### src/logic/net_addr_pkg.sv
`default_nettype none

package net_addr_pkg;

	// ------------------------------------------------
	// address types
	// ------------------------------------------------

	typedef logic [47:0] mac_addr_t;	// board MAC, network byte order
	typedef logic [31:0] ip_addr_t;	// IPv4, first octet in the msbs

	// ------------------------------------------------
	// address constants
	// ------------------------------------------------

	// link-local fallback is 169.254.x.y with x.y from the MAC
	localparam logic [15:0] APIPA_PREFIX = {8'd169, 8'd254};

	// an assigned IP of 0.0.0.0 or 255.255.255.255 means none was set
	localparam ip_addr_t IP_NONE     = 32'h0000_0000;
	localparam ip_addr_t IP_ALL_ONES = 32'hFFFF_FFFF;

	// MAC bit overwritten by the inverted DIP switch 1,
	// lets two boards with the same stored MAC share a segment
	localparam int MAC_SWITCH_BIT = 1;

endpackage

`default_nettype wire

### src/logic/link_ctrl_pkg.sv
`default_nettype none

package link_ctrl_pkg;

	// ------------------------------------------------
	// state encodings
	// ------------------------------------------------

	typedef enum logic [2:0] {
		INIT      = 3'd0,	// hold everything in reset
		PHY_WRITE = 3'd1,	// program the PHY registers
		PHY_POLL  = 3'd2,	// wait for link and duplex
		STABILISE = 3'd3,	// let the network settle before DHCP
		DHCP_WAIT = 3'd4,	// discover sent, wait for ACK / NAK / timeout
		RUN       = 3'd5,	// address valid, Tx released
		MONITOR   = 3'd6	// keep re-reading link status
	} seq_state_t;

	typedef enum logic [1:0] {
		RN_COUNT  = 2'd0,	// counting lease seconds
		RN_WAIT   = 2'd1,	// request sent, watching for NAK or timeout
		RN_PARKED = 2'd2	// rediscovery failed too, give up until unbound
	} renew_state_t;

	typedef enum logic [1:0] {
		RP_IDLE = 2'd0,
		RP_ARP  = 2'd1,
		RP_PING = 2'd2
	} reply_state_t;

	// ------------------------------------------------
	// PHY status word (reg 0x10)
	// ------------------------------------------------

	localparam int PHY_LINK_BIT   = 0;	// link up
	localparam int PHY_DUPLEX_BIT = 2;	// full duplex

	// ------------------------------------------------
	// retries, waits, timeouts
	// ------------------------------------------------

	localparam int MAX_DHCP_RETRIES   = 3;	// extra attempts after the first discover
	localparam int STABLE_SECONDS     = 1;	// settle time before every discover
	localparam int RENEW_WAIT_SECONDS = 2;	// window after a renew request

	localparam logic [31:0] DEFAULT_RENEW_SECONDS = 32'd2073600;	// 24 days

	localparam int REPLY_CNT_W = 17;
	localparam logic [REPLY_CNT_W-1:0] REPLY_TIMEOUT = 17'd100000;	// cycles

endpackage

`default_nettype wire

### src/logic/second_strobe.sv
`timescale 1ns/100ps
`default_nettype none

module second_strobe #(
	parameter logic [24:0] ticks_per_second = 25'd12500000
) (
	input  wire  PHY_RX_CLOCK,
	input  wire  rst_n_i,
	output logic second_tick_o
);

	logic [24:0] tick_cnt_q;	// cycles into the current second

	always_ff @(posedge PHY_RX_CLOCK) begin
		if (!rst_n_i) begin
			tick_cnt_q    <= '0;
			second_tick_o <= 1'b0;
		end else begin
			if (tick_cnt_q == ticks_per_second - 25'd1) begin	// last cycle of the second
				tick_cnt_q    <= '0;
				second_tick_o <= 1'b1;	// one-cycle strobe
			end else begin
				tick_cnt_q    <= tick_cnt_q + 25'd1;
				second_tick_o <= 1'b0;
			end
		end
	end

endmodule

`default_nettype wire

### src/logic/link_sequencer.sv
`timescale 1ns/100ps
`default_nettype none

module link_sequencer #(
	parameter net_addr_pkg::mac_addr_t board_mac   = 48'h02_00_00_00_00_10,
	parameter net_addr_pkg::ip_addr_t  assigned_ip = net_addr_pkg::IP_NONE
) (
	input  wire                          PHY_RX_CLOCK,
	input  wire                          rst_n_i,
	input  wire                          second_tick_i,
	input  wire                          phy_write_done_i,
	input  wire                          phy_read_done_i,
	input  wire [15:0]                   phy_reg_data_i,
	input  wire                          dhcp_ack_i,
	input  wire                          dhcp_nak_i,
	input  wire                          dhcp_time_out_i,
	input  wire net_addr_pkg::ip_addr_t  dhcp_yiaddr_i,
	input  wire                          dipsw_i,
	output logic                         phy_write_o,
	output logic                         phy_read_o,
	output logic                         dhcp_discover_o,
	output logic                         core_reset_o,
	output logic                         tx_reset_o,
	output logic                         ip_valid_o,
	output logic                         dhcp_bound_o,
	output net_addr_pkg::mac_addr_t      this_mac_o,
	output net_addr_pkg::ip_addr_t       this_ip_o
);

	link_ctrl_pkg::seq_state_t state_q;

	logic                   assigned_ip_valid;	// static IP usable, skip DHCP
	logic                   use_apipa_q;	// DHCP gave up, fall back to link-local
	logic                   dhcp_ok_q;	// address came from a DHCP ACK
	logic [2:0]             retries_q;	// DHCP attempts beyond the first
	logic [3:0]             sec_cnt_q;	// seconds spent in STABILISE
	net_addr_pkg::ip_addr_t yiaddr_q;	// last address offered by the server
	logic                   link_up;
	logic                   full_duplex;

	assign assigned_ip_valid = (assigned_ip != net_addr_pkg::IP_NONE) &&
	                           (assigned_ip != net_addr_pkg::IP_ALL_ONES);

	assign link_up     = phy_reg_data_i[link_ctrl_pkg::PHY_LINK_BIT];
	assign full_duplex = phy_reg_data_i[link_ctrl_pkg::PHY_DUPLEX_BIT];

	// ------------------------------------------------
	// start-up / link FSM
	// ------------------------------------------------

	always_ff @(posedge PHY_RX_CLOCK) begin
		if (!rst_n_i) begin
			state_q         <= link_ctrl_pkg::INIT;
			phy_write_o     <= 1'b0;
			phy_read_o      <= 1'b0;
			dhcp_discover_o <= 1'b0;
			core_reset_o    <= 1'b1;
			tx_reset_o      <= 1'b1;
			ip_valid_o      <= 1'b0;
			use_apipa_q     <= 1'b0;
			dhcp_ok_q       <= 1'b0;
			retries_q       <= '0;
			sec_cnt_q       <= '0;
		end else begin
			dhcp_discover_o <= 1'b0;	// pulse, default low
			case (state_q)
				link_ctrl_pkg::INIT: begin	// also the restart point after link loss
					core_reset_o <= 1'b1;
					tx_reset_o   <= 1'b1;
					ip_valid_o   <= 1'b0;
					phy_read_o   <= 1'b0;
					use_apipa_q  <= 1'b0;
					dhcp_ok_q    <= 1'b0;
					retries_q    <= '0;
					sec_cnt_q    <= '0;
					state_q      <= link_ctrl_pkg::PHY_WRITE;
				end
				link_ctrl_pkg::PHY_WRITE: begin
					if (phy_write_done_i) begin	// drop the request the cycle after done
						phy_write_o <= 1'b0;
						state_q     <= link_ctrl_pkg::PHY_POLL;
					end else begin
						phy_write_o <= 1'b1;
					end
				end
				link_ctrl_pkg::PHY_POLL: begin
					phy_read_o <= ~phy_read_done_i;	// re-issue the read until happy
					if (phy_read_done_i && link_up) begin
						core_reset_o <= 1'b0;	// link is up, cores may run
						if (full_duplex) begin	// half duplex keeps polling
							sec_cnt_q <= '0;
							state_q   <= assigned_ip_valid ? link_ctrl_pkg::RUN
							                               : link_ctrl_pkg::STABILISE;
						end
					end
				end
				link_ctrl_pkg::STABILISE: begin
					if (second_tick_i) begin
						if (sec_cnt_q == 4'(link_ctrl_pkg::STABLE_SECONDS - 1)) begin
							sec_cnt_q       <= '0;
							dhcp_discover_o <= 1'b1;
							state_q         <= link_ctrl_pkg::DHCP_WAIT;
						end else begin
							sec_cnt_q <= sec_cnt_q + 4'd1;
						end
					end
				end
				link_ctrl_pkg::DHCP_WAIT: begin
					if (dhcp_ack_i) begin
						dhcp_ok_q <= 1'b1;
						state_q   <= link_ctrl_pkg::RUN;
					end else if (dhcp_nak_i || dhcp_time_out_i) begin
						if (retries_q == 3'(link_ctrl_pkg::MAX_DHCP_RETRIES)) begin
							use_apipa_q <= 1'b1;	// out of retries
							state_q     <= link_ctrl_pkg::RUN;
						end else begin
							retries_q <= retries_q + 3'd1;
							state_q   <= link_ctrl_pkg::STABILISE;	// wait, then try again
						end
					end
				end
				link_ctrl_pkg::RUN: begin
					ip_valid_o <= 1'b1;
					tx_reset_o <= 1'b0;	// UDP/IP Tx may send now
					phy_read_o <= 1'b1;	// start the next status read
					state_q    <= link_ctrl_pkg::MONITOR;
				end
				link_ctrl_pkg::MONITOR: begin
					phy_read_o <= ~phy_read_done_i;
					if (phy_read_done_i) begin
						state_q <= link_up ? link_ctrl_pkg::RUN	// still connected
						                   : link_ctrl_pkg::INIT;	// lost it, start over
					end
				end
				default: state_q <= link_ctrl_pkg::INIT;
			endcase
		end
	end

	// offered address, also refreshed by later renew / rediscover ACKs
	always_ff @(posedge PHY_RX_CLOCK) begin
		if (dhcp_ack_i && ((state_q == link_ctrl_pkg::DHCP_WAIT) || dhcp_bound_o))
			yiaddr_q <= dhcp_yiaddr_i;
	end

	assign dhcp_bound_o = dhcp_ok_q &&
	                      ((state_q == link_ctrl_pkg::RUN) || (state_q == link_ctrl_pkg::MONITOR));

	// ------------------------------------------------
	// address selection
	// ------------------------------------------------

	always_comb begin
		this_mac_o = board_mac;
		this_mac_o[net_addr_pkg::MAC_SWITCH_BIT] = ~dipsw_i;	// switch picks the board variant
	end

	assign this_ip_o = assigned_ip_valid ? assigned_ip :
	                   use_apipa_q       ? {net_addr_pkg::APIPA_PREFIX, this_mac_o[15:0]} :
	                                       yiaddr_q;

endmodule

`default_nettype wire

### src/logic/lease_renewer.sv
`timescale 1ns/100ps
`default_nettype none

module lease_renewer (
	input  wire        PHY_RX_CLOCK,
	input  wire        rst_n_i,
	input  wire        second_tick_i,
	input  wire        dhcp_bound_i,
	input  wire        dhcp_ack_i,
	input  wire        dhcp_nak_i,
	input  wire        dhcp_time_out_i,
	input  wire [31:0] dhcp_lease_i,
	output logic       dhcp_renew_o,
	output logic       dhcp_rediscover_o
);

	link_ctrl_pkg::renew_state_t state_q;

	logic [31:0] lease_q;	// lease in seconds from the last ACK
	logic [31:0] interval;	// seconds between renewals
	logic [31:0] sec_cnt_q;	// seconds counted toward the next renewal
	logic [2:0]  wait_cnt_q;	// seconds into the answer window
	logic        second_try_q;	// previous renewal failed
	logic        fail_q;	// NAK or timeout seen in the window
	logic        fail_now;

	always_ff @(posedge PHY_RX_CLOCK) begin
		if (dhcp_ack_i)
			lease_q <= dhcp_lease_i;
	end

	// renew at half the lease, a zero lease means the server gave no limit
	assign interval = (lease_q == 32'd0) ? link_ctrl_pkg::DEFAULT_RENEW_SECONDS : (lease_q >> 1);
	assign fail_now = fail_q || dhcp_nak_i || dhcp_time_out_i;

	// ------------------------------------------------
	// renewal FSM
	// ------------------------------------------------

	always_ff @(posedge PHY_RX_CLOCK) begin
		if (!rst_n_i) begin
			state_q           <= link_ctrl_pkg::RN_COUNT;
			sec_cnt_q         <= '0;
			wait_cnt_q        <= '0;
			second_try_q      <= 1'b0;
			fail_q            <= 1'b0;
			dhcp_renew_o      <= 1'b0;
			dhcp_rediscover_o <= 1'b0;
		end else begin
			dhcp_renew_o      <= 1'b0;	// pulses, default low
			dhcp_rediscover_o <= 1'b0;
			if (!dhcp_bound_i) begin	// no DHCP address, nothing to renew
				state_q      <= link_ctrl_pkg::RN_COUNT;
				sec_cnt_q    <= '0;
				wait_cnt_q   <= '0;
				second_try_q <= 1'b0;
				fail_q       <= 1'b0;
			end else begin
				case (state_q)
					link_ctrl_pkg::RN_COUNT: begin
						if (second_tick_i) begin
							if (sec_cnt_q + 32'd1 >= interval) begin	// lease half gone
								sec_cnt_q         <= '0;
								wait_cnt_q        <= '0;
								fail_q            <= 1'b0;
								dhcp_renew_o      <= ~second_try_q;
								dhcp_rediscover_o <= second_try_q;	// last ditch broadcast
								state_q           <= link_ctrl_pkg::RN_WAIT;
							end else begin
								sec_cnt_q <= sec_cnt_q + 32'd1;
							end
						end
					end
					link_ctrl_pkg::RN_WAIT: begin
						if (dhcp_nak_i || dhcp_time_out_i)
							fail_q <= 1'b1;
						if (second_tick_i) begin
							if (wait_cnt_q == 3'(link_ctrl_pkg::RENEW_WAIT_SECONDS - 1)) begin
								fail_q <= 1'b0;
								if (!fail_now) begin	// renewed, full interval again
									second_try_q <= 1'b0;
									sec_cnt_q    <= '0;
									state_q      <= link_ctrl_pkg::RN_COUNT;
								end else if (second_try_q) begin
									state_q <= link_ctrl_pkg::RN_PARKED;
								end else begin
									second_try_q <= 1'b1;
									sec_cnt_q    <= interval - (interval >> 2);	// retry at 3/4
									state_q      <= link_ctrl_pkg::RN_COUNT;
								end
							end else begin
								wait_cnt_q <= wait_cnt_q + 3'd1;
							end
						end
					end
					link_ctrl_pkg::RN_PARKED: state_q <= link_ctrl_pkg::RN_PARKED;	// until unbound
					default: state_q <= link_ctrl_pkg::RN_COUNT;
				endcase
			end
		end
	end

endmodule

`default_nettype wire

### src/logic/reply_arbiter.sv
`timescale 1ns/100ps
`default_nettype none

module reply_arbiter (
	input  wire  PHY_RX_CLOCK,
	input  wire  rst_n_i,
	input  wire  arp_request_i,
	input  wire  ping_request_i,
	input  wire  arp_sent_i,
	input  wire  ping_sent_i,
	output logic send_arp_o,
	output logic ping_reply_o
);

	link_ctrl_pkg::reply_state_t state_q;

	logic [link_ctrl_pkg::REPLY_CNT_W-1:0] times_up_q;	// so a lost sent strobe cannot hang us
	logic                                  timed_out;

	assign timed_out = (times_up_q > link_ctrl_pkg::REPLY_TIMEOUT);

	always_ff @(posedge PHY_RX_CLOCK) begin
		if (!rst_n_i) begin
			state_q    <= link_ctrl_pkg::RP_IDLE;
			times_up_q <= '0;
		end else begin
			case (state_q)
				link_ctrl_pkg::RP_IDLE: begin
					times_up_q <= '0;
					if (arp_request_i)	// ARP first when both arrive together
						state_q <= link_ctrl_pkg::RP_ARP;
					else if (ping_request_i)
						state_q <= link_ctrl_pkg::RP_PING;
				end
				link_ctrl_pkg::RP_ARP: begin
					times_up_q <= times_up_q + 1'b1;
					if (arp_sent_i || timed_out)
						state_q <= link_ctrl_pkg::RP_IDLE;
				end
				link_ctrl_pkg::RP_PING: begin
					times_up_q <= times_up_q + 1'b1;
					if (ping_sent_i || timed_out)
						state_q <= link_ctrl_pkg::RP_IDLE;
				end
				default: state_q <= link_ctrl_pkg::RP_IDLE;
			endcase
		end
	end

	// requests seen while busy are dropped
	assign send_arp_o   = (state_q == link_ctrl_pkg::RP_ARP);
	assign ping_reply_o = (state_q == link_ctrl_pkg::RP_PING);

endmodule

`default_nettype wire

### src/logic/netif_ctrl_top.sv
`timescale 1ns/100ps
`default_nettype none

module netif_ctrl_top #(
	parameter net_addr_pkg::mac_addr_t board_mac        = 48'h02_00_00_00_00_10,
	parameter net_addr_pkg::ip_addr_t  assigned_ip      = net_addr_pkg::IP_NONE,
	parameter logic [24:0]             ticks_per_second = 25'd12500000
) (
	input  wire                          PHY_RX_CLOCK,
	input  wire                          rst_n_i,
	// PHY management engine
	output logic                         phy_write_o,
	input  wire                          phy_write_done_i,
	output logic                         phy_read_o,
	input  wire                          phy_read_done_i,
	input  wire [15:0]                   phy_reg_data_i,
	// DHCP engine
	output logic                         dhcp_discover_o,
	output logic                         dhcp_renew_o,
	output logic                         dhcp_rediscover_o,
	input  wire                          dhcp_ack_i,
	input  wire                          dhcp_nak_i,
	input  wire                          dhcp_time_out_i,
	input  wire net_addr_pkg::ip_addr_t  dhcp_yiaddr_i,
	input  wire [31:0]                   dhcp_lease_i,
	// status and addresses
	input  wire [1:0]                    dipsw_i,
	output logic                         core_reset_o,
	output logic                         tx_reset_o,
	output logic                         ip_valid_o,
	output net_addr_pkg::mac_addr_t      this_mac_o,
	output net_addr_pkg::ip_addr_t       this_ip_o,
	// ARP / ping replies from Rx MAC to Tx MAC
	input  wire                          arp_request_i,
	input  wire                          ping_request_i,
	input  wire                          arp_sent_i,
	input  wire                          ping_sent_i,
	output logic                         send_arp_o,
	output logic                         ping_reply_o
);

	logic second_tick;	// shared 1 s strobe
	logic dhcp_bound;	// running on a DHCP address

	second_strobe #(.ticks_per_second(ticks_per_second)) i_second_strobe (
		.PHY_RX_CLOCK (PHY_RX_CLOCK),
		.rst_n_i      (rst_n_i),
		.second_tick_o(second_tick)
	);

	link_sequencer #(.board_mac(board_mac), .assigned_ip(assigned_ip)) i_link_sequencer (
		.PHY_RX_CLOCK    (PHY_RX_CLOCK),
		.rst_n_i         (rst_n_i),
		.second_tick_i   (second_tick),
		.phy_write_done_i(phy_write_done_i),
		.phy_read_done_i (phy_read_done_i),
		.phy_reg_data_i  (phy_reg_data_i),
		.dhcp_ack_i      (dhcp_ack_i),
		.dhcp_nak_i      (dhcp_nak_i),
		.dhcp_time_out_i (dhcp_time_out_i),
		.dhcp_yiaddr_i   (dhcp_yiaddr_i),
		.dipsw_i         (dipsw_i[1]),	// bit 0 is the ID switch, not used here
		.phy_write_o     (phy_write_o),
		.phy_read_o      (phy_read_o),
		.dhcp_discover_o (dhcp_discover_o),
		.core_reset_o    (core_reset_o),
		.tx_reset_o      (tx_reset_o),
		.ip_valid_o      (ip_valid_o),
		.dhcp_bound_o    (dhcp_bound),
		.this_mac_o      (this_mac_o),
		.this_ip_o       (this_ip_o)
	);

	lease_renewer i_lease_renewer (
		.PHY_RX_CLOCK     (PHY_RX_CLOCK),
		.rst_n_i          (rst_n_i),
		.second_tick_i    (second_tick),
		.dhcp_bound_i     (dhcp_bound),
		.dhcp_ack_i       (dhcp_ack_i),
		.dhcp_nak_i       (dhcp_nak_i),
		.dhcp_time_out_i  (dhcp_time_out_i),
		.dhcp_lease_i     (dhcp_lease_i),
		.dhcp_renew_o     (dhcp_renew_o),
		.dhcp_rediscover_o(dhcp_rediscover_o)
	);

	reply_arbiter i_reply_arbiter (
		.PHY_RX_CLOCK  (PHY_RX_CLOCK),
		.rst_n_i       (rst_n_i),
		.arp_request_i (arp_request_i),
		.ping_request_i(ping_request_i),
		.arp_sent_i    (arp_sent_i),
		.ping_sent_i   (ping_sent_i),
		.send_arp_o    (send_arp_o),
		.ping_reply_o  (ping_reply_o)
	);

endmodule

`default_nettype wire

### config.mk
export PLATFORM = sky130hd
export DESIGN_NAME = netif_ctrl_top
export DESIGN_NICKNAME = d
export VERILOG_FILES = /design/src/logic/net_addr_pkg.sv /design/src/logic/link_ctrl_pkg.sv /design/src/logic/second_strobe.sv /design/src/logic/link_sequencer.sv /design/src/logic/lease_renewer.sv /design/src/logic/reply_arbiter.sv /design/src/logic/netif_ctrl_top.sv
export SDC_FILE = /design/constraint.sdc
export NUM_CORES = 1
export LEC_CHECK = 0
export BUFFER_PORTS_ARGS = -buffer_cell sky130_fd_sc_hd__buf_2
export CAP_MARGIN = 20
export CORE_MARGIN = 5
export CORE_UTILIZATION = 60
export DETAILED_ROUTE_END_ITERATION = 7
export PLACE_DENSITY_LB_ADDON = 0.08
export RECOVER_POWER = 100
export SLEW_MARGIN = 20
export SYNTH_ARGS = -nofsm -noshare
export SYNTH_HDL_FRONTEND = slang
export SYNTH_SLANG_ARGS = --single-unit
### constraint.sdc
create_clock -name PHY_RX_CLOCK -period 7.45 [get_ports PHY_RX_CLOCK]
set_clock_uncertainty 0.05 [all_clocks]
set_input_delay 0.3725 -clock PHY_RX_CLOCK [delete_from_list [all_inputs] [get_ports PHY_RX_CLOCK]]
set_output_delay 0.3725 -clock PHY_RX_CLOCK [all_outputs]
set_load 0.02 [all_outputs]
Yosys cells after proc, flatten, opt, wreduce, memory -nomap -nowiden. Cells that the tools add are included.

$add $sub $neg: 7. Multiply operators: 0. Divide/modulo/power cells: 0. Magnitude comparators: 2. Equality and inequality tests: 34. Shift operators: 0. Muxes and demuxes: 68. Bitwise operators: 4. Reductions and logical operators: 40.

Operators with widths (number): $mux 32 (7); $pmux 32 s2 (1); $mux 3 (17); $pmux 17 s2 (1); $add 32x1->32 const B (1); $ge 32x32->1 (1); $logic_not 32->1 (1); $sub 32x30->32 (1); $mux 31 (1); $add 25x1->25 const B (1); $eq 25x24->1 const B (1); $pmux 3 s7 (1); $mux 2 (10); $ne 2x2->1 const B (10); $add 17x1->17 const B (1); $gt 17x17->1 const B (1); $mux 4 (4); $ne 2x1->1 const B (8); $reduce_and 4->1 (4); $reduce_and 5->1 (3); $mux 1 (14); $pmux 1 s2 (6); $pmux 2 s3 (2); $pmux 3 s2 (2); other kinds (23) (56).

Register bits: 168. Latch bits: 0. RAM bits: 0. Bits in read-only memories: 0. Input bits: 93. Output and inout port bits: 90. Word-level logic and storage cells: 179. Memories: 0.

Longest topological paths before layout. Gate-level depths: netlist of the first run.

Depth after elaboration: 8. Gate-level depth with buffers: 17. Mapped depth without buffers: 15.

Modules after synthesis. A second synthesis of the first run with hierarchy kept.

Cell total of the unflattened synthesis: 1265. Area total of the unflattened synthesis: 10983.0 um^2.

Modules (own cells, without submodules): lease_renewer (instances 1, cells an instance 750, area an instance 6088.3 um^2, sequential area each 1781.7 um^2); link_sequencer (instances 1, cells an instance 250, area an instance 2603.7 um^2, sequential area each 1321.3 um^2); second_strobe (instances 1, cells an instance 141, area an instance 1212.4 um^2, sequential area each 520.5 um^2); reply_arbiter (instances 1, cells an instance 124, area an instance 1078.5 um^2, sequential area each 380.4 um^2).

Least setup slack after synthesis of the first run. OpenSTA, ideal clock, no wires.

Path type: register to register. From: register i_lease_renewer.sec_cnt_q[0]. To: register i_lease_renewer.sec_cnt_q[20]. Library setup time: 0.076 ns. Arrival: 3.876 ns. Data required time: 7.324 ns. Setup slack: 3.449 ns. Stages on the path, launching flop included: 16. Buffers on the path: 0. Period minus slack after synthesis: 4.001 ns. Cells stage by stage: dfxtp_1 > ha_1 > nand4_1 > or4b_4 > nor3_4 > nand3_1 > xnor2_1 > ha_1 > nand3_1 > nor2_1 > a2111oi_0 > o22a_1 > nand4_2 > nor3_1 > a22oi_1 > o22ai_1.

Longest elaborated chain between the ends: 5.

Ends and longest elaborated chain: from (decl) (line lease_renewer.sv:21) `logic [31:0] sec_cnt_q;`; from (signal assigned) (line lease_renewer.sv:70) `sec_cnt_q <= sec_cnt_q + 32'd1;`; from (signal assigned) (line lease_renewer.sv:88) `sec_cnt_q <= interval - (interval >> 2);`; $add 32x1->32 * (line lease_renewer.sv:62, lease_renewer.sv:70); $ge 32x32->1 (line lease_renewer.sv:62) `if (sec_cnt_q + 32'd1 >= interval) begin`; $mux 32 * (line lease_renewer.sv:62); $mux 32 * (line lease_renewer.sv:61) `if (second_tick_i) begin`; $pmux 32 s2 * (line lease_renewer.sv:59) `case (state_q)`.

Mark *: on every way between the ends. The rest lies on a longest branch, timed or not. The select of a mux whose other input is x is not followed. A chain may end at the register's enable or synchronous reset.

Worst setup path after layout of the first run.
From: register i_lease_renewer.sec_cnt_q[0]. To: register i_lease_renewer.sec_cnt_q[22].

The elaborated chain is that of the path after synthesis.

==> results of run 1 <==
[sequential cells by signal, summed over array words and instances (netlist names), 2 cells and up]
register and flops:
i_reply_arbiter.state_q 2, i_lease_renewer.wait_cnt_q 3, i_link_sequencer.sec_cnt_q 4, i_link_sequencer.yiaddr_q 32
i_lease_renewer.state_q 2, i_link_sequencer.retries_q 3, i_link_sequencer.state_q 3, i_lease_renewer.sec_cnt_q 32
i_second_strobe.tick_cnt_q 25, i_reply_arbiter.times_up_q 17, i_lease_renewer.lease_q 32
[layout by cell type, fill, tap and decap left out, types with 4 or more instances in the layout]
cell type,count
sky130_fd_sc_hd__or2_2,22
sky130_fd_sc_hd__o21bai_1,7
sky130_fd_sc_hd__nor2_1,135
sky130_fd_sc_hd__nor4_1,16
sky130_fd_sc_hd__dfxtp_1,104
sky130_fd_sc_hd__o31ai_1,11
sky130_fd_sc_hd__a31oi_1,8
sky130_fd_sc_hd__nand3_1,40
sky130_fd_sc_hd__a21o_1,17
sky130_fd_sc_hd__inv_8,4
sky130_fd_sc_hd__xnor2_1,47
sky130_fd_sc_hd__nor3_1,34
sky130_fd_sc_hd__a221oi_1,15
sky130_fd_sc_hd__edfxtp_1,64
sky130_fd_sc_hd__or3_1,15
sky130_fd_sc_hd__nand2b_1,10
sky130_fd_sc_hd__o21ai_0,57
sky130_fd_sc_hd__conb_1,47
sky130_fd_sc_hd__clkbuf_1,50
sky130_fd_sc_hd__and3_1,18
sky130_fd_sc_hd__a21oi_1,71
sky130_fd_sc_hd__clkbuf_16,19
sky130_fd_sc_hd__nand4_1,26
sky130_fd_sc_hd__nor4b_1,6
sky130_fd_sc_hd__o22ai_1,9
sky130_fd_sc_hd__and2_1,6
sky130_fd_sc_hd__ha_1,71
sky130_fd_sc_hd__nor2b_1,32
sky130_fd_sc_hd__inv_1,61
sky130_fd_sc_hd__nand2_1,82
sky130_fd_sc_hd__xor2_1,39
sky130_fd_sc_hd__a22oi_1,8
sky130_fd_sc_hd__mux2i_1,7
sky130_fd_sc_hd__a211oi_1,12
sky130_fd_sc_hd__and4_1,4
sky130_fd_sc_hd__buf_2,77
[path summary, 6_finish.rpt]
check,endpoint,slack [ps],cells past startpoint
max,i_lease_renewer.sec_cnt_q[22]$_SDFFE_PN0P_,1460,15
min,i_lease_renewer.lease_q[22]$_DFFE_PP_,60,1
max reg2reg,i_lease_renewer.sec_cnt_q[22]$_SDFFE_PN0P_,1460,15
min reg2reg,i_second_strobe.tick_cnt_q[0]$_SDFF_PP0_,400,1
[cells by family (layout without fill, tap and decap cells)]
| group | after synthesis | after routing |
|---|---|---|
| and+or+nand+nor | 468 | 468 |
| AOI/OAI and AO/OA | 250 | 250 |
| DFF | 168 | 168 |
| buffers and inverters | 168 | 221 |
| xor gates and xnor gates | 86 | 86 |
| adders and majority gates | 74 | 74 |
| muxes | 10 | 10 |
| other | 2 | 47 |
[per-stage QoR]
step / power (mW) / hold slack [ps] / instances
finish: 2.41 / 62.5 / 1549
global route: 2.52 / 45.3 / 1549
CTS: 2.42 / 47.8 / 1549
detailed placement: 1.51 / 391 / 1517
global placement: 1.51 / 383 / 1517
floorplan: 1.41 / 368 / 1271
[where the power goes]
part           switching [mW]  internal [mW]
Combinational           0.288          0.165
Sequential             0.0499          0.995
Clock                   0.397          0.514
[area by class of cell]
type / instances / share of cell area (%)
Tap cell: 225 / 2.42
Multi-Input combinational cell: 935 / 51.0
Clock inverter: 11 / 1.07
Timing Repair Buffer: 128 / 5.05
Inverter: 61 / 1.96
Clock buffer: 21 / 4.14
Sequential cell: 168 / 34.4
[metal layers]
metal,track usage (%),share of wire (%),wire (µm),up-vias
met3,4.25,5.3,1320,56
met5,0,0,0,-
met4,9.50,3.1,791,0
li1,-,-,-,4456
met2,41.4,49,12300,236
met1,31.3,42,10700,4199
==> flow_summary.html, run 1 <==
<table>
<tr><th>Metric</th><th>Value</th></tr>
<tr><th colspan="2">Outcome</th></tr>
<tr><td>Result of the run</td><td>finished, violations left</td></tr>
<tr><td>Violated checks</td><td>capacitance limit, slew limit</td></tr>
<tr><th colspan="2">Routing</th></tr>
<tr><td>Routed vias/inst</td><td>5.78</td></tr>
<tr><td>Routed wire length</td><td>25.1 mm</td></tr>
<tr><td>Per-cell routed wire length</td><td>16.2 µm</td></tr>
<tr><td>DRC violations left</td><td>0</td></tr>
<tr><td>Final antenna-violating net count</td><td>0</td></tr>
<tr><td>Detailed-route via count</td><td>~9,000</td></tr>
<tr><td>Starting DRC count in detailed routing</td><td>between 600 and 700</td></tr>
<tr><td>First-pass iteration count of the detailed router</td><td>7</td></tr>
<tr><th colspan="2">Timing</th></tr>
<tr><td>Max-slew headroom</td><td>-47.9%</td></tr>
<tr><td>Max Clk Rate</td><td>167 MHz</td></tr>
<tr><td>Finish-stage setup viols</td><td>0</td></tr>
<tr><td>Worst Max-Slew Pin Slew</td><td>2220 ps</td></tr>
<tr><td>Final number of max-transition violations</td><td>122</td></tr>
<tr><td>Min Tclk post-route</td><td>5990 ps</td></tr>
<tr><td>Hold Violations, Final</td><td>0</td></tr>
<tr><td>Setup repair after global routing missed its margin</td><td>no</td></tr>
<tr><td>Final period util</td><td>around 80%</td></tr>
<tr><td>Sum of negative setup slack</td><td>0 ps</td></tr>
<tr><td>Final worst slack</td><td>1460 ps</td></tr>
<tr><th colspan="2">Power</th></tr>
<tr><td>IR drop worst, VDD</td><td>around 160 µV</td></tr>
<tr><td>Power Density</td><td>between 200 and 250 nW/µm²</td></tr>
<tr><td>Leakage power figure</td><td>about 4.7 nW</td></tr>
<tr><th colspan="2">Clock tree</th></tr>
<tr><td>Max clock buf depth</td><td>2</td></tr>
<tr><td>Post-CTS setup buffer count</td><td>0</td></tr>
<tr><td>Clock edge transition at the registers on the reported setup and hold paths</td><td>roughly 70 ps</td></tr>
<tr><td>Root cell of the clock tree</td><td>sky130_fd_sc_hd__clkbuf_16</td></tr>
<tr><td>Total clock sinks</td><td>between 150 and 200</td></tr>
<tr><td>Clock tree from TritonCTS</td><td>done</td></tr>
<tr><td>H-tree depth</td><td>4</td></tr>
<tr><td>Number of buffers inserted by hold repair at cts</td><td>0</td></tr>
<tr><td>Cts repair resizes</td><td>0</td></tr>
<tr><td>CTS Buf Count</td><td>17</td></tr>
<tr><td>Clock latency reported for the late side of the worst-skew pair</td><td>about 430 ps</td></tr>
<tr><th colspan="2">Synth</th></tr>
<tr><td>Proportion of register bits with asynchronous set or reset after synthesis</td><td>0%</td></tr>
<tr><td>Simple-gate portion of the synthesized area</td><td>roughly 22%</td></tr>
<tr><td>Post-synthesis share of cell area spent on xor and xnor gates</td><td>about 7.1%</td></tr>
<tr><td>Fraction of the yosys area taken by sequential cells</td><td>37.8%</td></tr>
<tr><td>Library cell with the highest instance count after synthesis</td><td>sky130_fd_sc_hd__nor2_1</td></tr>
<tr><td>Post-Synthesis Cell Area</td><td>about 11,000 µm²</td></tr>
<tr><td>Multiplexer area fraction after synthesis</td><td>under 10%</td></tr>
<tr><td>Warnings from Yosys</td><td>0</td></tr>
<tr><td>Number of enable-type register cells in the synthesized netlist</td><td>64</td></tr>
<tr><td>Synthesized-area fraction occupied by ao, oa, aoi and oai cells</td><td>15.1%</td></tr>
<tr><td>Count of cell types in the netlist</td><td>between 70 and 80</td></tr>
<tr><td>Synth top cells by count</td><td>sky130_fd_sc_hd__nor2_1, sky130_fd_sc_hd__dfxtp_1, sky130_fd_sc_hd__nand2_1</td></tr>
<tr><td>Dominant combinational cell family by area after synthesis</td><td>simple AND/OR/NAND/NOR gates</td></tr>
<tr><td>Ys flop type</td><td>sky130_fd_sc_hd__dfxtp_1</td></tr>
<tr><td>Area leader, netlist</td><td>sky130_fd_sc_hd__dfxtp_1</td></tr>
<tr><td>Flip-flop and latch count after synthesis</td><td>168</td></tr>
<tr><td>Adder-cell share of the synthesized area</td><td>a little under 9%</td></tr>
<tr><td>Cells after Synth</td><td>approximately 1,200</td></tr>
<tr><td>Fraction of post-synthesis cell area in the top cell type by area</td><td>19.7%</td></tr>
<tr><td>Synthesized area per cell</td><td>8.64 µm²</td></tr>
<tr><td>Ranking of synthesized cells by area</td><td>sky130_fd_sc_hd__dfxtp_1, sky130_fd_sc_hd__edfxtp_1, sky130_fd_sc_hd__ha_1, sky130_fd_sc_hd__nor2_1, sky130_fd_sc_hd__xnor2_1</td></tr>
<tr><th colspan="2">Setup path</th></tr>
<tr><td>Arrival @ worst endpoint</td><td>~6300 ps</td></tr>
<tr><td>Startpoint types</td><td>flop</td></tr>
<tr><td>CP top delay family</td><td>simple AND/OR/NAND/NOR gates</td></tr>
<tr><td>Req. time, crit path</td><td>between 7000 and 8000 ps</td></tr>
<tr><td>Crit path from</td><td>i_lease_renewer.sec_cnt_q[0]$_SDFFE_PN0P_</td></tr>
<tr><td>Cell breakdown of the critical path</td><td>ha_1, nand4_1, or4b_1, nor3_1, nand3_1, xnor2_1, ha_1, nand3_1, nor2_1, a2111oi_0, o22a_1, nand4_2, nor2_2, o21ai_0, a31oi_1</td></tr>
<tr><td>Maximum fanout along the worst path</td><td>20</td></tr>
<tr><td>Crit path max-delay cell type</td><td>sky130_fd_sc_hd__nor2_2</td></tr>
<tr><td>Type of the worst setup path</td><td>reg2reg</td></tr>
<tr><td>Crit path capture type</td><td>flop</td></tr>
<tr><td>Buffers and inverters on the worst path</td><td>0</td></tr>
<tr><td>Largest stage delay on the critical path</td><td>970 ps</td></tr>
<tr><td>Worst r2r src</td><td>i_lease_renewer.sec_cnt_q[0]$_SDFFE_PN0P_</td></tr>
<tr><th colspan="2">Placement</th></tr>
<tr><td>Post-Place Setup Slack</td><td>~2200 ps</td></tr>
<tr><td>Dpl cell area</td><td>roughly 11,000 µm²</td></tr>
<tr><td>Final weighted congestion in routability-driven placement</td><td>about 0.92</td></tr>
<tr><td>Detailed Place HPWL</td><td>between 15 and 20 mm</td></tr>
<tr><td># port buffers</td><td>120</td></tr>
<tr><th colspan="2">Finish</th></tr>
<tr><td>Area growth syn-to-layout</td><td>10.0%</td></tr>
<tr><td>Number of filler cells placed in the layout</td><td>1,526</td></tr>
<tr><td>Multi-input logic area</td><td>slightly below 6000 µm²</td></tr>
<tr><td>Number of nets in the layout</td><td>~1,500</td></tr>
<tr><td>Number of antenna repair diodes</td><td>0</td></tr>
<tr><td>Total area of sequential cells</td><td>4000 µm²</td></tr>
<tr><td>Summed area of non-filler cells in the final layout</td><td>about 12,000 µm²</td></tr>
<tr><td>Fraction of layout cells with a size suffix above 1</td><td>11.3%</td></tr>
<tr><td>Layout Utilization</td><td>approximately 67%</td></tr>
<tr><th colspan="2">Die</th></tr>
<tr><td>Die outline area</td><td>20,400 µm²</td></tr>
<tr><td>Area of the core</td><td>17,300 µm²</td></tr>
<tr><td>Initial core utilization</td><td>about three fifths</td></tr>
<tr><td>Core Rows</td><td>48</td></tr>
<tr><td>Num ports</td><td>~180</td></tr>
<tr><td>Overall die height</td><td>143 µm</td></tr>
<tr><td>Horizontal extent of the die</td><td>approximately 140 µm</td></tr>
<tr><th colspan="2">GRT</th></tr>
<tr><td>Wire length of the first global-routing pass</td><td>approximately 41 mm</td></tr>
<tr><td>Grt total ovfl</td><td>0</td></tr>
<tr><td>Via count of the first global-routing pass</td><td>about 8,400</td></tr>
<tr><td>Initial antenna violation count</td><td>0</td></tr>
<tr><td>Pin count of the biggest net entering global routing</td><td>38</td></tr>
<tr><td>Total routing usage reported by global routing</td><td>24.5%</td></tr>
<tr><th colspan="2">Run</th></tr>
<tr><td>Max_cap viols</td><td>4</td></tr>
<tr><th colspan="2">Min path</th></tr>
<tr><td>Hold Startpoint</td><td>dhcp_lease_i[22]</td></tr>
<tr><td>Hold Path Class</td><td>in2reg</td></tr>
</table>
No activity file was read; power rests on OpenSTA's default activity.
==> inputs of run 2 (changes only) <==
--- a/config.mk
+++ b/config.mk
@@ -8,7 +8,7 @@
 export BUFFER_PORTS_ARGS = -buffer_cell sky130_fd_sc_hd__buf_2
 export CAP_MARGIN = 20
 export CORE_MARGIN = 5
-export CORE_UTILIZATION = 60
+export CORE_UTILIZATION = 57
 export DETAILED_ROUTE_END_ITERATION = 7
 export PLACE_DENSITY_LB_ADDON = 0.08
 export RECOVER_POWER = 100
==> constraint.sdc (replaced) <==
create_clock -name PHY_RX_CLOCK -period 5.82 [get_ports PHY_RX_CLOCK]
set_clock_uncertainty 0.05 [all_clocks]
set_input_delay 0.291 -clock PHY_RX_CLOCK [delete_from_list [all_inputs] [get_ports PHY_RX_CLOCK]]
set_output_delay 0.291 -clock PHY_RX_CLOCK [all_outputs]
set_load 0.02 [all_outputs]
==> run 2 against run 1 <==
Against the previous run: the run still ends with capacitance limit, slew limit left; worst setup slack got worse by 710 ps; via count is 2.9% higher; largest power group unchanged; register-to-register slack lost 710 ps; combinational power grew 36%; fmax is 18% higher; non-clock buffer count increased by 68; global-route usage about the same; die area grew 4.9%; sequential cell count unchanged; clock power is 25% higher.
==> flow_summary.html, run 2 (synthesized netlist as in run 1, its figures left out) <==
<table>
<tr><th>Metric</th><th>Value</th></tr>
<tr><th colspan="2">Setup path</th></tr>
<tr><td>Crit path capture type</td><td>flop</td></tr>
<tr><td>Startpoint types</td><td>flop</td></tr>
<tr><td>Type of the worst setup path</td><td>reg2reg</td></tr>
<tr><td>Setup slack of the most critical reg-to-reg path</td><td>750 ps (-710 ps)</td></tr>
<tr><td>Arrival @ worst endpoint</td><td>5250 ps (-1010 ps)</td></tr>
<tr><td>Critical path depth</td><td>15 (unchanged)</td></tr>
<tr><td>CP top delay family</td><td>simple AND/OR/NAND/NOR gates</td></tr>
<tr><td>Crit path max-delay cell type</td><td>sky130_fd_sc_hd__or4b_1</td></tr>
<tr><td>Req. time, crit path</td><td>6000 ps (-1730 ps)</td></tr>
<tr><td>Worst r2r src</td><td>i_lease_renewer.sec_cnt_q[0]$_SDFFE_PN0P_</td></tr>
<tr><td>Reg2reg path depth</td><td>15 (unchanged)</td></tr>
<tr><td>Largest stage delay on the critical path</td><td>690 ps (-280 ps)</td></tr>
<tr><td>Cell breakdown of the critical path</td><td>ha_1, nand4_1, or4b_1, nor3_4, nand3_1, xnor2_1, ha_1, nand3_1, nor3_1, nand2_1, a2111oi_2, clkbuf_1, nor3_1, a22oi_1, o22ai_1</td></tr>
<tr><td>Endpoint of the worst register-to-register path</td><td>i_lease_renewer.sec_cnt_q[25]$_SDFFE_PN0P_</td></tr>
<tr><td>Buffers and inverters on the worst path</td><td>1 (+1)</td></tr>
<tr><td>Maximum fanout along the worst path</td><td>10 (-50%)</td></tr>
<tr><th colspan="2">Die</th></tr>
<tr><td>Num ports</td><td>183 (unchanged)</td></tr>
<tr><td>Core Rows</td><td>49 (+2.1%)</td></tr>
<tr><td>Overall die height</td><td>146 µm (+2.4%)</td></tr>
<tr><td>Initial core utilization</td><td>58.4% (-2.9 points)</td></tr>
<tr><td>Die outline area</td><td>21,400 µm² (+4.9%)</td></tr>
<tr><td>Area of the core</td><td>18,100 µm² (+4.9%)</td></tr>
<tr><td>Horizontal extent of the die</td><td>146 µm (+2.4%)</td></tr>
<tr><th colspan="2">Clock tree</th></tr>
<tr><td>Total clock sinks</td><td>168 (unchanged)</td></tr>
<tr><td>Post-CTS setup buffer count</td><td>0 (unchanged)</td></tr>
<tr><td>Root cell of the clock tree</td><td>sky130_fd_sc_hd__clkbuf_16</td></tr>
<tr><td>H-tree depth</td><td>4 (unchanged)</td></tr>
<tr><td>Clock tree from TritonCTS</td><td>done</td></tr>
<tr><td>Number of buffers inserted by hold repair at cts</td><td>64 (+64)</td></tr>
<tr><td>Max clock buf depth</td><td>2 (unchanged)</td></tr>
<tr><td>Clock edge transition at the registers on the reported setup and hold paths</td><td>70 ps (about the same)</td></tr>
<tr><td>CTS Buf Count</td><td>17 (unchanged)</td></tr>
<tr><td>Clock latency reported for the late side of the worst-skew pair</td><td>430 ps (about the same)</td></tr>
<tr><td>Cts repair resizes</td><td>0 (unchanged)</td></tr>
<tr><th colspan="2">Finish</th></tr>
<tr><td>Summed area of non-filler cells in the final layout</td><td>12,300 µm² (+5.7%)</td></tr>
<tr><td>Largest registers in the final layout</td><td>i_lease_renewer.lease_q x32, i_lease_renewer.sec_cnt_q x32, i_link_sequencer.yiaddr_q x32</td></tr>
<tr><td>Layout Utilization</td><td>67.9% (+0.49 points)</td></tr>
<tr><td>Fraction of layout cells with a size suffix above 1</td><td>10.9% (-0.41 points)</td></tr>
<tr><td>Final cell count without fillers</td><td>1,621 (+4.6%)</td></tr>
<tr><td>Most used cells in the layout excluding fill and tap cells</td><td>sky130_fd_sc_hd__nor2_1, sky130_fd_sc_hd__dfxtp_1, sky130_fd_sc_hd__nand2_1, sky130_fd_sc_hd__buf_2</td></tr>
<tr><td>Most frequent standard cell in the layout excluding fill and tap cells</td><td>sky130_fd_sc_hd__nor2_1</td></tr>
<tr><td>Area growth syn-to-layout</td><td>16.3%</td></tr>
<tr><td>Number of antenna repair diodes</td><td>0 (unchanged)</td></tr>
<tr><td>Number of filler cells placed in the layout</td><td>1,538 (+0.79%)</td></tr>
<tr><td>Number of nets in the layout</td><td>1,544 (+4.6%)</td></tr>
<tr><th colspan="2">Routing</th></tr>
<tr><td>Detailed-route via count</td><td>9,203 (+2.9%)</td></tr>
<tr><td>Per-cell routed wire length</td><td>16.3 µm (+0.31%)</td></tr>
<tr><td>Routed vias/inst</td><td>5.68 (-1.7%)</td></tr>
<tr><td>Routed wire length</td><td>26.4 mm (+5.0%)</td></tr>
<tr><td>Final antenna-violating net count</td><td>0 (unchanged)</td></tr>
<tr><td>DRC violations left</td><td>0 (unchanged)</td></tr>
<tr><td>First-pass iteration count of the detailed router</td><td>5 (-2)</td></tr>
<tr><td>Starting DRC count in detailed routing</td><td>572 (-13%)</td></tr>
<tr><th colspan="2">Placement</th></tr>
<tr><td>Detailed Place HPWL</td><td>18.8 mm (+1.7%)</td></tr>
<tr><td>Final weighted congestion in routability-driven placement</td><td>0.893 (-2.5%)</td></tr>
<tr><td>Post-Place Setup Slack</td><td>1120 ps (-1050 ps)</td></tr>
<tr><td>Placed cells</td><td>1,525 (+0.53%)</td></tr>
<tr><td># port buffers</td><td>120 (unchanged)</td></tr>
<tr><td>Dpl cell area</td><td>11,200 µm² (+0.33%)</td></tr>
<tr><th colspan="2">Timing</th></tr>
<tr><td>Final period util</td><td>87.0% (+6.6 points)</td></tr>
<tr><td>Max-slew headroom</td><td>-43.4% (+4.5 points)</td></tr>
<tr><td>Sum of negative setup slack</td><td>0 ps (unchanged)</td></tr>
<tr><td>Min Tclk post-route</td><td>5070 ps (-924 ps)</td></tr>
<tr><td>Worst Max-Slew Pin Slew</td><td>2150 ps (-67.3 ps)</td></tr>
<tr><td>Final worst slack</td><td>755 ps (-706 ps)</td></tr>
<tr><td>Final number of max-transition violations</td><td>122 (unchanged)</td></tr>
<tr><td>Hold Violations, Final</td><td>0 (unchanged)</td></tr>
<tr><td>Max Clk Rate</td><td>197 MHz (+18%)</td></tr>
<tr><td>Setup repair after global routing missed its margin</td><td>no</td></tr>
<tr><td>Finish-stage setup viols</td><td>0 (unchanged)</td></tr>
<tr><td>Worst hold slack</td><td>36.7 ps (-25.9 ps)</td></tr>
<tr><th colspan="2">Power</th></tr>
<tr><td>Total power consumption of the routed design</td><td>3.10 mW (+29%)</td></tr>
<tr><td>IR drop worst, VDD</td><td>182 µV (+14%)</td></tr>
<tr><td>Leakage power figure</td><td>4.97 nW (+6.1%)</td></tr>
<tr><td>Power Density</td><td>251 nW/µm² (+22%)</td></tr>
<tr><th colspan="2">Min path</th></tr>
<tr><td>Hold Startpoint</td><td>phy_write_done_i</td></tr>
<tr><td>Hold Path End</td><td>i_link_sequencer.phy_write_o$_SDFFE_PN0N_</td></tr>
<tr><td>Hold Path Depth</td><td>2 (+1)</td></tr>
<tr><td>Hold Path Class</td><td>in2reg</td></tr>
<tr><th colspan="2">Outcome</th></tr>
<tr><td>Result of the run</td><td>finished, violations left</td></tr>
<tr><td>Violated checks</td><td>capacitance limit, slew limit</td></tr>
<tr><th colspan="2">GRT</th></tr>
<tr><td>Total routing usage reported by global routing</td><td>24.5% (+0.045 points)</td></tr>
<tr><td>Via count of the first global-routing pass</td><td>8,949 (+6.5%)</td></tr>
<tr><td>Initial antenna violation count</td><td>0 (unchanged)</td></tr>
<tr><td>Wire length of the first global-routing pass</td><td>43.7 mm (+7.3%)</td></tr>
<tr><td>Grt total ovfl</td><td>0 (unchanged)</td></tr>
<tr><td>Pin count of the biggest net entering global routing</td><td>38 (unchanged)</td></tr>
<tr><th colspan="2">Run</th></tr>
<tr><td>Max_cap viols</td><td>4 (unchanged)</td></tr>
</table>
-- run 2: changes by cell type in the layout (fill, tap and decap cells not counted), moves of 2 or more --
cell,change
sky130_fd_sc_hd__clkbuf_1,+3
sky130_fd_sc_hd__buf_2,-2
sky130_fd_sc_hd__buf_4,+2
sky130_fd_sc_hd__dlygate4sd3_1,+64
-- run 2: metal layers --
layer	global-route usage, %	vias up	part of all wire, %
li1	-	4577	-
met1	31.1	4346	43
met2	42.8	227	50
met3	3.47	53	4.2
met4	8.84	0	2.8
met5	0	-	0
-- run 2: cell type report --
type / count / area (µm²) / area share [%]
Sequential cell: 168 / 4000 / 32.5
Timing Repair Buffer: 196 / 1250 / 10.1
Tap cell: 229 / 287 / 2.33
Clock buffer: 20 / 458 / 3.72
Multi-Input combinational cell: 935 / 5960 / 48.4
Clock inverter: 12 / 130 / 1.06
Inverter: 61 / 229 / 1.86
-- run 2: where the power goes --
part	internal [mW]	switching [mW]	leakage, nW
logic	0.240	0.377	3.24
registers	1.27	0.0654	1.44
clock network	0.631	0.509	0.287
total	2.14	0.952	4.97
-- run 2: worst max path at each step --
stage	startpoint	end	slack (ps)
3_3_place_gp	i_lease_renewer.sec_cnt_q[0]$_SDFFE_PN0P_	i_lease_renewer.sec_cnt_q[20]$_SDFFE_PN0P_	1100
6_report	i_lease_renewer.sec_cnt_q[0]$_SDFFE_PN0P_	i_lease_renewer.sec_cnt_q[25]$_SDFFE_PN0P_	750
4_1_cts	i_lease_renewer.sec_cnt_q[0]$_SDFFE_PN0P_	i_lease_renewer.sec_cnt_q[20]$_SDFFE_PN0P_	1030
2_1_floorplan	i_lease_renewer.sec_cnt_q[0]$_SDFFE_PN0P_	i_lease_renewer.sec_cnt_q[20]$_SDFFE_PN0P_	1820
3_5_place_dp	i_lease_renewer.sec_cnt_q[0]$_SDFFE_PN0P_	i_lease_renewer.sec_cnt_q[20]$_SDFFE_PN0P_	1120
5_1_grt	i_lease_renewer.sec_cnt_q[0]$_SDFFE_PN0P_	i_lease_renewer.state_q[0]$_SDFFE_PN0P_	360
==> inputs of run 3 (changes only) <==
--- a/config.mk
+++ b/config.mk
@@ -8,11 +8,12 @@
 export BUFFER_PORTS_ARGS = -buffer_cell sky130_fd_sc_hd__buf_2
 export CAP_MARGIN = 20
 export CORE_MARGIN = 5
-export CORE_UTILIZATION = 57
+export CORE_UTILIZATION = 58
 export DETAILED_ROUTE_END_ITERATION = 7
 export PLACE_DENSITY_LB_ADDON = 0.08
 export RECOVER_POWER = 100
 export SLEW_MARGIN = 20
 export SYNTH_ARGS = -nofsm -noshare
 export SYNTH_HDL_FRONTEND = slang
+export SYNTH_HIERARCHICAL = 1
 export SYNTH_SLANG_ARGS = --single-unit
==> run 3 against run 2 <==
Against the previous run: largest cell class unchanged; hold slack better by 27 ps; highest routed layer unchanged; critical path depth fell by 1; sequential share of layout area decreased by 0.77 points; the flow still finishes with violations (capacitance limit, slew limit); first-iteration DRC count is 0.35% higher; utilization is 0.42 points lower; fmax decreased by 1.5%; global-route usage decreased by 0.24 points; sequential cell count unchanged.
==> flow_summary.html, run 3 <==
<table>
<tr><th>Metric</th><th>Value</th></tr>
<tr><th colspan="2">Synth</th></tr>
<tr><td>Number of enable-type register cells in the synthesized netlist</td><td>64 (unchanged)</td></tr>
<tr><td>Area leader, netlist</td><td>sky130_fd_sc_hd__dfxtp_1</td></tr>
<tr><td>Ys flop type</td><td>sky130_fd_sc_hd__dfxtp_1</td></tr>
<tr><td>Synth top cells by count</td><td>sky130_fd_sc_hd__dfxtp_1, sky130_fd_sc_hd__a21oi_1, sky130_fd_sc_hd__nand2_1</td></tr>
<tr><td>Post-Synthesis Cell Area</td><td>11,000 µm² (+3.7%)</td></tr>
<tr><td>Cells after Synth</td><td>1,265 (+3.2%)</td></tr>
<tr><td>Ranking of synthesized cells by area</td><td>sky130_fd_sc_hd__dfxtp_1, sky130_fd_sc_hd__edfxtp_1, sky130_fd_sc_hd__ha_1, sky130_fd_sc_hd__a21oi_1, sky130_fd_sc_hd__buf_4</td></tr>
<tr><td>Library cell with the highest instance count after synthesis</td><td>sky130_fd_sc_hd__dfxtp_1</td></tr>
<tr><td>Warnings from Yosys</td><td>6 (+6)</td></tr>
<tr><td>Proportion of register bits with asynchronous set or reset after synthesis</td><td>0% (unchanged)</td></tr>
<tr><td>Synthesized area per cell</td><td>8.68 µm² (+0.49%)</td></tr>
<tr><td>Count of cell types in the netlist</td><td>88 (+22%)</td></tr>
<tr><td>Flip-flop and latch count after synthesis</td><td>168 (unchanged)</td></tr>
<tr><td>Fraction of post-synthesis cell area in the top cell type by area</td><td>19.0% (-0.70 points)</td></tr>
<tr><td>Fraction of the yosys area taken by sequential cells</td><td>36.5% (-1.3 points)</td></tr>
<tr><th colspan="2">Finish</th></tr>
<tr><td>Number of filler cells placed in the layout</td><td>1,532 (-0.39%)</td></tr>
<tr><td>Most used cells in the layout excluding fill and tap cells</td><td>sky130_fd_sc_hd__dfxtp_1, sky130_fd_sc_hd__a21oi_1, sky130_fd_sc_hd__nand2_1, sky130_fd_sc_hd__nor2_1, sky130_fd_sc_hd__o21ai_0</td></tr>
<tr><td>Largest registers in the final layout</td><td>i_lease_renewer/lease_q x32, i_lease_renewer/sec_cnt_q x32, i_link_sequencer/yiaddr_q x32</td></tr>
<tr><td>Most frequent standard cell in the layout excluding fill and tap cells</td><td>sky130_fd_sc_hd__dfxtp_1</td></tr>
<tr><td>Final cell count without fillers</td><td>1,656 (+2.2%)</td></tr>
<tr><td>Multi-input logic area</td><td>6200 µm² (+4.1%)</td></tr>
<tr><td>Total area of sequential cells</td><td>4000 µm² (unchanged)</td></tr>
<tr><td>Number of antenna repair diodes</td><td>0 (unchanged)</td></tr>
<tr><td>Fraction of layout cells with a size suffix above 1</td><td>10.9% (-0.019 points)</td></tr>
<tr><td>Number of nets in the layout</td><td>1,575 (+2.0%)</td></tr>
<tr><td>Summed area of non-filler cells in the final layout</td><td>12,600 µm² (+2.4%)</td></tr>
<tr><td>Area growth syn-to-layout</td><td>14.9%</td></tr>
<tr><th colspan="2">Placement</th></tr>
<tr><td>Post-Place Setup Slack</td><td>1000 ps (-116 ps)</td></tr>
<tr><td>Detailed Place HPWL</td><td>19.1 mm (+1.3%)</td></tr>
<tr><td>Final weighted congestion in routability-driven placement</td><td>0.895 (+0.22%)</td></tr>
<tr><td>Dpl cell area</td><td>11,500 µm² (+2.6%)</td></tr>
<tr><td>Placed cells</td><td>1,560 (+2.3%)</td></tr>
<tr><td># port buffers</td><td>120 (unchanged)</td></tr>
<tr><th colspan="2">Clock tree</th></tr>
<tr><td>Root cell of the clock tree</td><td>sky130_fd_sc_hd__clkbuf_16</td></tr>
<tr><td>Clock tree from TritonCTS</td><td>done</td></tr>
<tr><td>Max clock buf depth</td><td>2 (unchanged)</td></tr>
<tr><td>Post-CTS setup buffer count</td><td>0 (unchanged)</td></tr>
<tr><td>H-tree depth</td><td>4 (unchanged)</td></tr>
<tr><td>Clock latency reported for the late side of the worst-skew pair</td><td>430 ps (about the same)</td></tr>
<tr><td>Total clock sinks</td><td>168 (unchanged)</td></tr>
<tr><td>CTS Buf Count</td><td>17 (unchanged)</td></tr>
<tr><td>Clock edge transition at the registers on the reported setup and hold paths</td><td>70 ps (about the same)</td></tr>
<tr><th colspan="2">GRT</th></tr>
<tr><td>Met3 track demand over resource in global routing</td><td>3.68% (+0.21 points)</td></tr>
<tr><td>Initial antenna violation count</td><td>0 (unchanged)</td></tr>
<tr><td>Grt total ovfl</td><td>0 (unchanged)</td></tr>
<tr><td>Pin count of the biggest net entering global routing</td><td>43 (+13%)</td></tr>
<tr><td>Global routing usage on met1</td><td>31.7% (+0.62 points)</td></tr>
<tr><td>Routing usage on met2</td><td>41.6% (-1.2 points)</td></tr>
<tr><td>Wire length of the first global-routing pass</td><td>43.8 mm (+0.11%)</td></tr>
<tr><td>Peak-usage layer in the global routing report</td><td>met2</td></tr>
<tr><td>Via count of the first global-routing pass</td><td>9,036 (+0.97%)</td></tr>
<tr><td>Total routing usage reported by global routing</td><td>24.3% (-0.24 points)</td></tr>
<tr><th colspan="2">Timing</th></tr>
<tr><td>Max-slew headroom</td><td>-92.3% (-49 points)</td></tr>
<tr><td>Finish-stage setup viols</td><td>0 (unchanged)</td></tr>
<tr><td>Max Clk Rate</td><td>194 MHz (-1.5%)</td></tr>
<tr><td>Final number of max-transition violations</td><td>97 (-20%)</td></tr>
<tr><td>Min Tclk post-route</td><td>5140 ps (+76.6 ps)</td></tr>
<tr><td>Hold Violations, Final</td><td>0 (unchanged)</td></tr>
<tr><td>Sum of negative setup slack</td><td>0 ps (unchanged)</td></tr>
<tr><td>Worst Max-Slew Pin Slew</td><td>2860 ps (+709 ps)</td></tr>
<tr><td>Final worst slack</td><td>678 ps (-76.6 ps)</td></tr>
<tr><td>Worst hold slack</td><td>63.4 ps (+26.8 ps)</td></tr>
<tr><td>Setup repair after global routing missed its margin</td><td>no</td></tr>
<tr><td>Final period util</td><td>88.3% (+1.3 points)</td></tr>
<tr><th colspan="2">Die</th></tr>
<tr><td>Initial core utilization</td><td>58.7% (+0.35 points)</td></tr>
<tr><td>Area of the core</td><td>18,700 µm² (+3.1%)</td></tr>
<tr><td>Num ports</td><td>183 (unchanged)</td></tr>
<tr><td>Core Rows</td><td>50 (+2.0%)</td></tr>
<tr><td>Horizontal extent of the die</td><td>148 µm (+0.88%)</td></tr>
<tr><td>Die outline area</td><td>21,800 µm² (+1.8%)</td></tr>
<tr><td>Overall die height</td><td>148 µm (+0.88%)</td></tr>
<tr><th colspan="2">Power</th></tr>
<tr><td>Sw power</td><td>0.965 mW (+1.4%)</td></tr>
<tr><td>IR drop worst, VDD</td><td>216 µV (+18%)</td></tr>
<tr><td>Switching share of power</td><td>30.4% (-0.35 points)</td></tr>
<tr><td>Share of total power in sequential cells</td><td>42.2% (-1.0 points)</td></tr>
<tr><td>Portion of total power attributed to the clock network</td><td>37.3% (+0.5 points)</td></tr>
<tr><td>Internal power component</td><td>2.21 mW (+3.1%)</td></tr>
<tr><td>Leakage power figure</td><td>4.94 nW (-0.61%)</td></tr>
<tr><td>Power Density</td><td>252 nW/µm² (+0.13%)</td></tr>
<tr><td>Logic pwr share</td><td>20.5% (+0.6 points)</td></tr>
<tr><th colspan="2">Setup path</th></tr>
<tr><td>Arrival @ worst endpoint</td><td>5430 ps (+180 ps)</td></tr>
<tr><td>Worst r2r src</td><td>i_lease_renewer/lease_q[5]$_DFFE_PP_</td></tr>
<tr><td>Endpoint of the worst register-to-register path</td><td>i_lease_renewer/sec_cnt_q[27]$_SDFFE_PN0P_</td></tr>
<tr><td>Startpoint types</td><td>flop</td></tr>
<tr><td>Reg2reg path depth</td><td>14 (-1)</td></tr>
<tr><td>Setup slack of the most critical reg-to-reg path</td><td>680 ps (-80 ps)</td></tr>
<tr><td>Req. time, crit path</td><td>6110 ps (+110 ps)</td></tr>
<tr><td>Type of the worst setup path</td><td>reg2reg</td></tr>
<tr><td>Crit path capture type</td><td>flop</td></tr>
<tr><td>Maximum fanout along the worst path</td><td>17 (+7)</td></tr>
<tr><th colspan="2">Routing</th></tr>
<tr><td>First-pass iteration count of the detailed router</td><td>5 (unchanged)</td></tr>
<tr><td>Per-cell routed wire length</td><td>16.3 µm (+0.12%)</td></tr>
<tr><td>Routed wire length</td><td>27.0 mm (+2.3%)</td></tr>
<tr><td>DRC violations left</td><td>0 (unchanged)</td></tr>
<tr><td>Routed vias/inst</td><td>5.82 (+2.4%)</td></tr>
<tr><td>Detailed-route via count</td><td>9,631 (+4.7%)</td></tr>
<tr><td>Final antenna-violating net count</td><td>0 (unchanged)</td></tr>
<tr><td>Starting DRC count in detailed routing</td><td>574 (+0.35%)</td></tr>
<tr><th colspan="2">Min path</th></tr>
<tr><td>Hold Path Class</td><td>in2reg</td></tr>
<tr><td>Hold Path Depth</td><td>1 (-1)</td></tr>
<tr><td>Hold Path End</td><td>i_lease_renewer/lease_q[25]$_DFFE_PP_</td></tr>
<tr><td>Hold Startpoint</td><td>dhcp_lease_i[25]</td></tr>
<tr><th colspan="2">Run</th></tr>
<tr><td>Max_cap viols</td><td>3 (-1)</td></tr>
<tr><th colspan="2">Outcome</th></tr>
<tr><td>Violated checks</td><td>capacitance limit, slew limit</td></tr>
<tr><td>Result of the run</td><td>finished, violations left</td></tr>
</table>
[run 3: changes by cell type after synthesis, sizes merged, moves of 8 or more]
| cell | before | now |
|---|---|---|
| nor3 | 34 | 23 |
| and4 | 4 | 16 |
| and3 | 19 | 11 |
| buf | 56 | 64 |
| xor2 | 39 | 31 |
| or4 | 0 | 11 |
| o21ai | 58 | 78 |
| a21oi | 71 | 94 |
| a221oi | 16 | 6 |
| nor2 | 138 | 88 |
[run 3: how the worst max path moves through the flow]
stage	start	end	slack, ps	cells past startpoint
after floorplan	i_lease_renewer/sec_cnt_q[2]$_SDFFE_PN0P_	i_lease_renewer/sec_cnt_q[30]$_SDFFE_PN0P_	1850	17
after global placement	i_lease_renewer/lease_q[25]$_DFFE_PP_	i_lease_renewer/sec_cnt_q[29]$_SDFFE_PN0P_	1050	15
after detailed placement	i_lease_renewer/sec_cnt_q[0]$_SDFFE_PN0P_	i_lease_renewer/sec_cnt_q[15]$_SDFFE_PN0P_	1000	16
after CTS	i_lease_renewer/lease_q[2]$_DFFE_PP_	i_lease_renewer/sec_cnt_q[29]$_SDFFE_PN0P_	970	15
after global routing	i_lease_renewer/lease_q[2]$_DFFE_PP_	i_lease_renewer/sec_cnt_q[27]$_SDFFE_PN0P_	330	14
final	i_lease_renewer/lease_q[5]$_DFFE_PP_	i_lease_renewer/sec_cnt_q[27]$_SDFFE_PN0P_	680	14
[run 3: cells by family (layout without fill, tap and decap cells)]
logic type	count (synthesis)	after routing	share of synthesized area [%]
AOI/OAI and AO/OA	310	310	18.0
xor gates and xnor gates	73	73	5.82
adders and majority gates	74	74	8.48
buffers and inverters	181	293	8.29
DFF	168	168	36.5
muxes	7	7	0.661
other	2	47	0.0684
and+or+nand+nor	450	450	22.2
[run 3: timing repair]
item	CTS	global route
resized for setup	0	0
hold buffers	64	0
hold endpoints to repair	64	0
[run 3: per-stage QoR]
stage	power, mW	util (%)
after floorplan	1.85	-
after global placement	1.97	61.2
after detailed placement	1.98	61.3
after CTS	3.20	68.1
after global routing	3.33	67.4
final	3.18	67.4
[run 3: routing by layer]
layer	wire (µm)	part of all wire (%)	up-vias
li1	-	-	4805
met1	12000	44	4487
met2	12900	48	299
met3	1590	5.9	40
met4	547	2.0	0
met5	0	0	-
[run 3: final cells by class]
type	count	share of cell area, %
clock buffer	21	3.99
clock inverter	11	0.972
inverter	67	1.99
multi-input combinational	961	49.2
sequential	168	31.7
tap	234	2.32
timing repair buffer	194	9.83
[run 3: power groups by stage]
stage | clock [mW] | combinational, mW | sequential, mW
after global routing | 1.26 | 0.719 | 1.35
final | 1.19 | 0.650 | 1.34
after detailed placement | 0 | 0.613 | 1.36
after CTS | 1.21 | 0.654 | 1.34
after floorplan | 0 | 0.516 | 1.33
after global placement | 0 | 0.607 | 1.36
[run 3: critical path, stage by stage, from the launching register on]
cell and delay [ps]:
sky130_fd_sc_hd__edfxtp_1 480, sky130_fd_sc_hd__nor4_1 760, sky130_fd_sc_hd__nand4_1 190, sky130_fd_sc_hd__nor2_1 390
sky130_fd_sc_hd__or2_2 210, sky130_fd_sc_hd__inv_1 70, sky130_fd_sc_hd__ha_1 300, sky130_fd_sc_hd__a21oi_1 140
sky130_fd_sc_hd__nor2_1 60, sky130_fd_sc_hd__a2111oi_0 560, sky130_fd_sc_hd__a31o_2 300, sky130_fd_sc_hd__nand4_1 620
sky130_fd_sc_hd__nor2_1 600, sky130_fd_sc_hd__a22oi_1 160, sky130_fd_sc_hd__o22ai_1 170
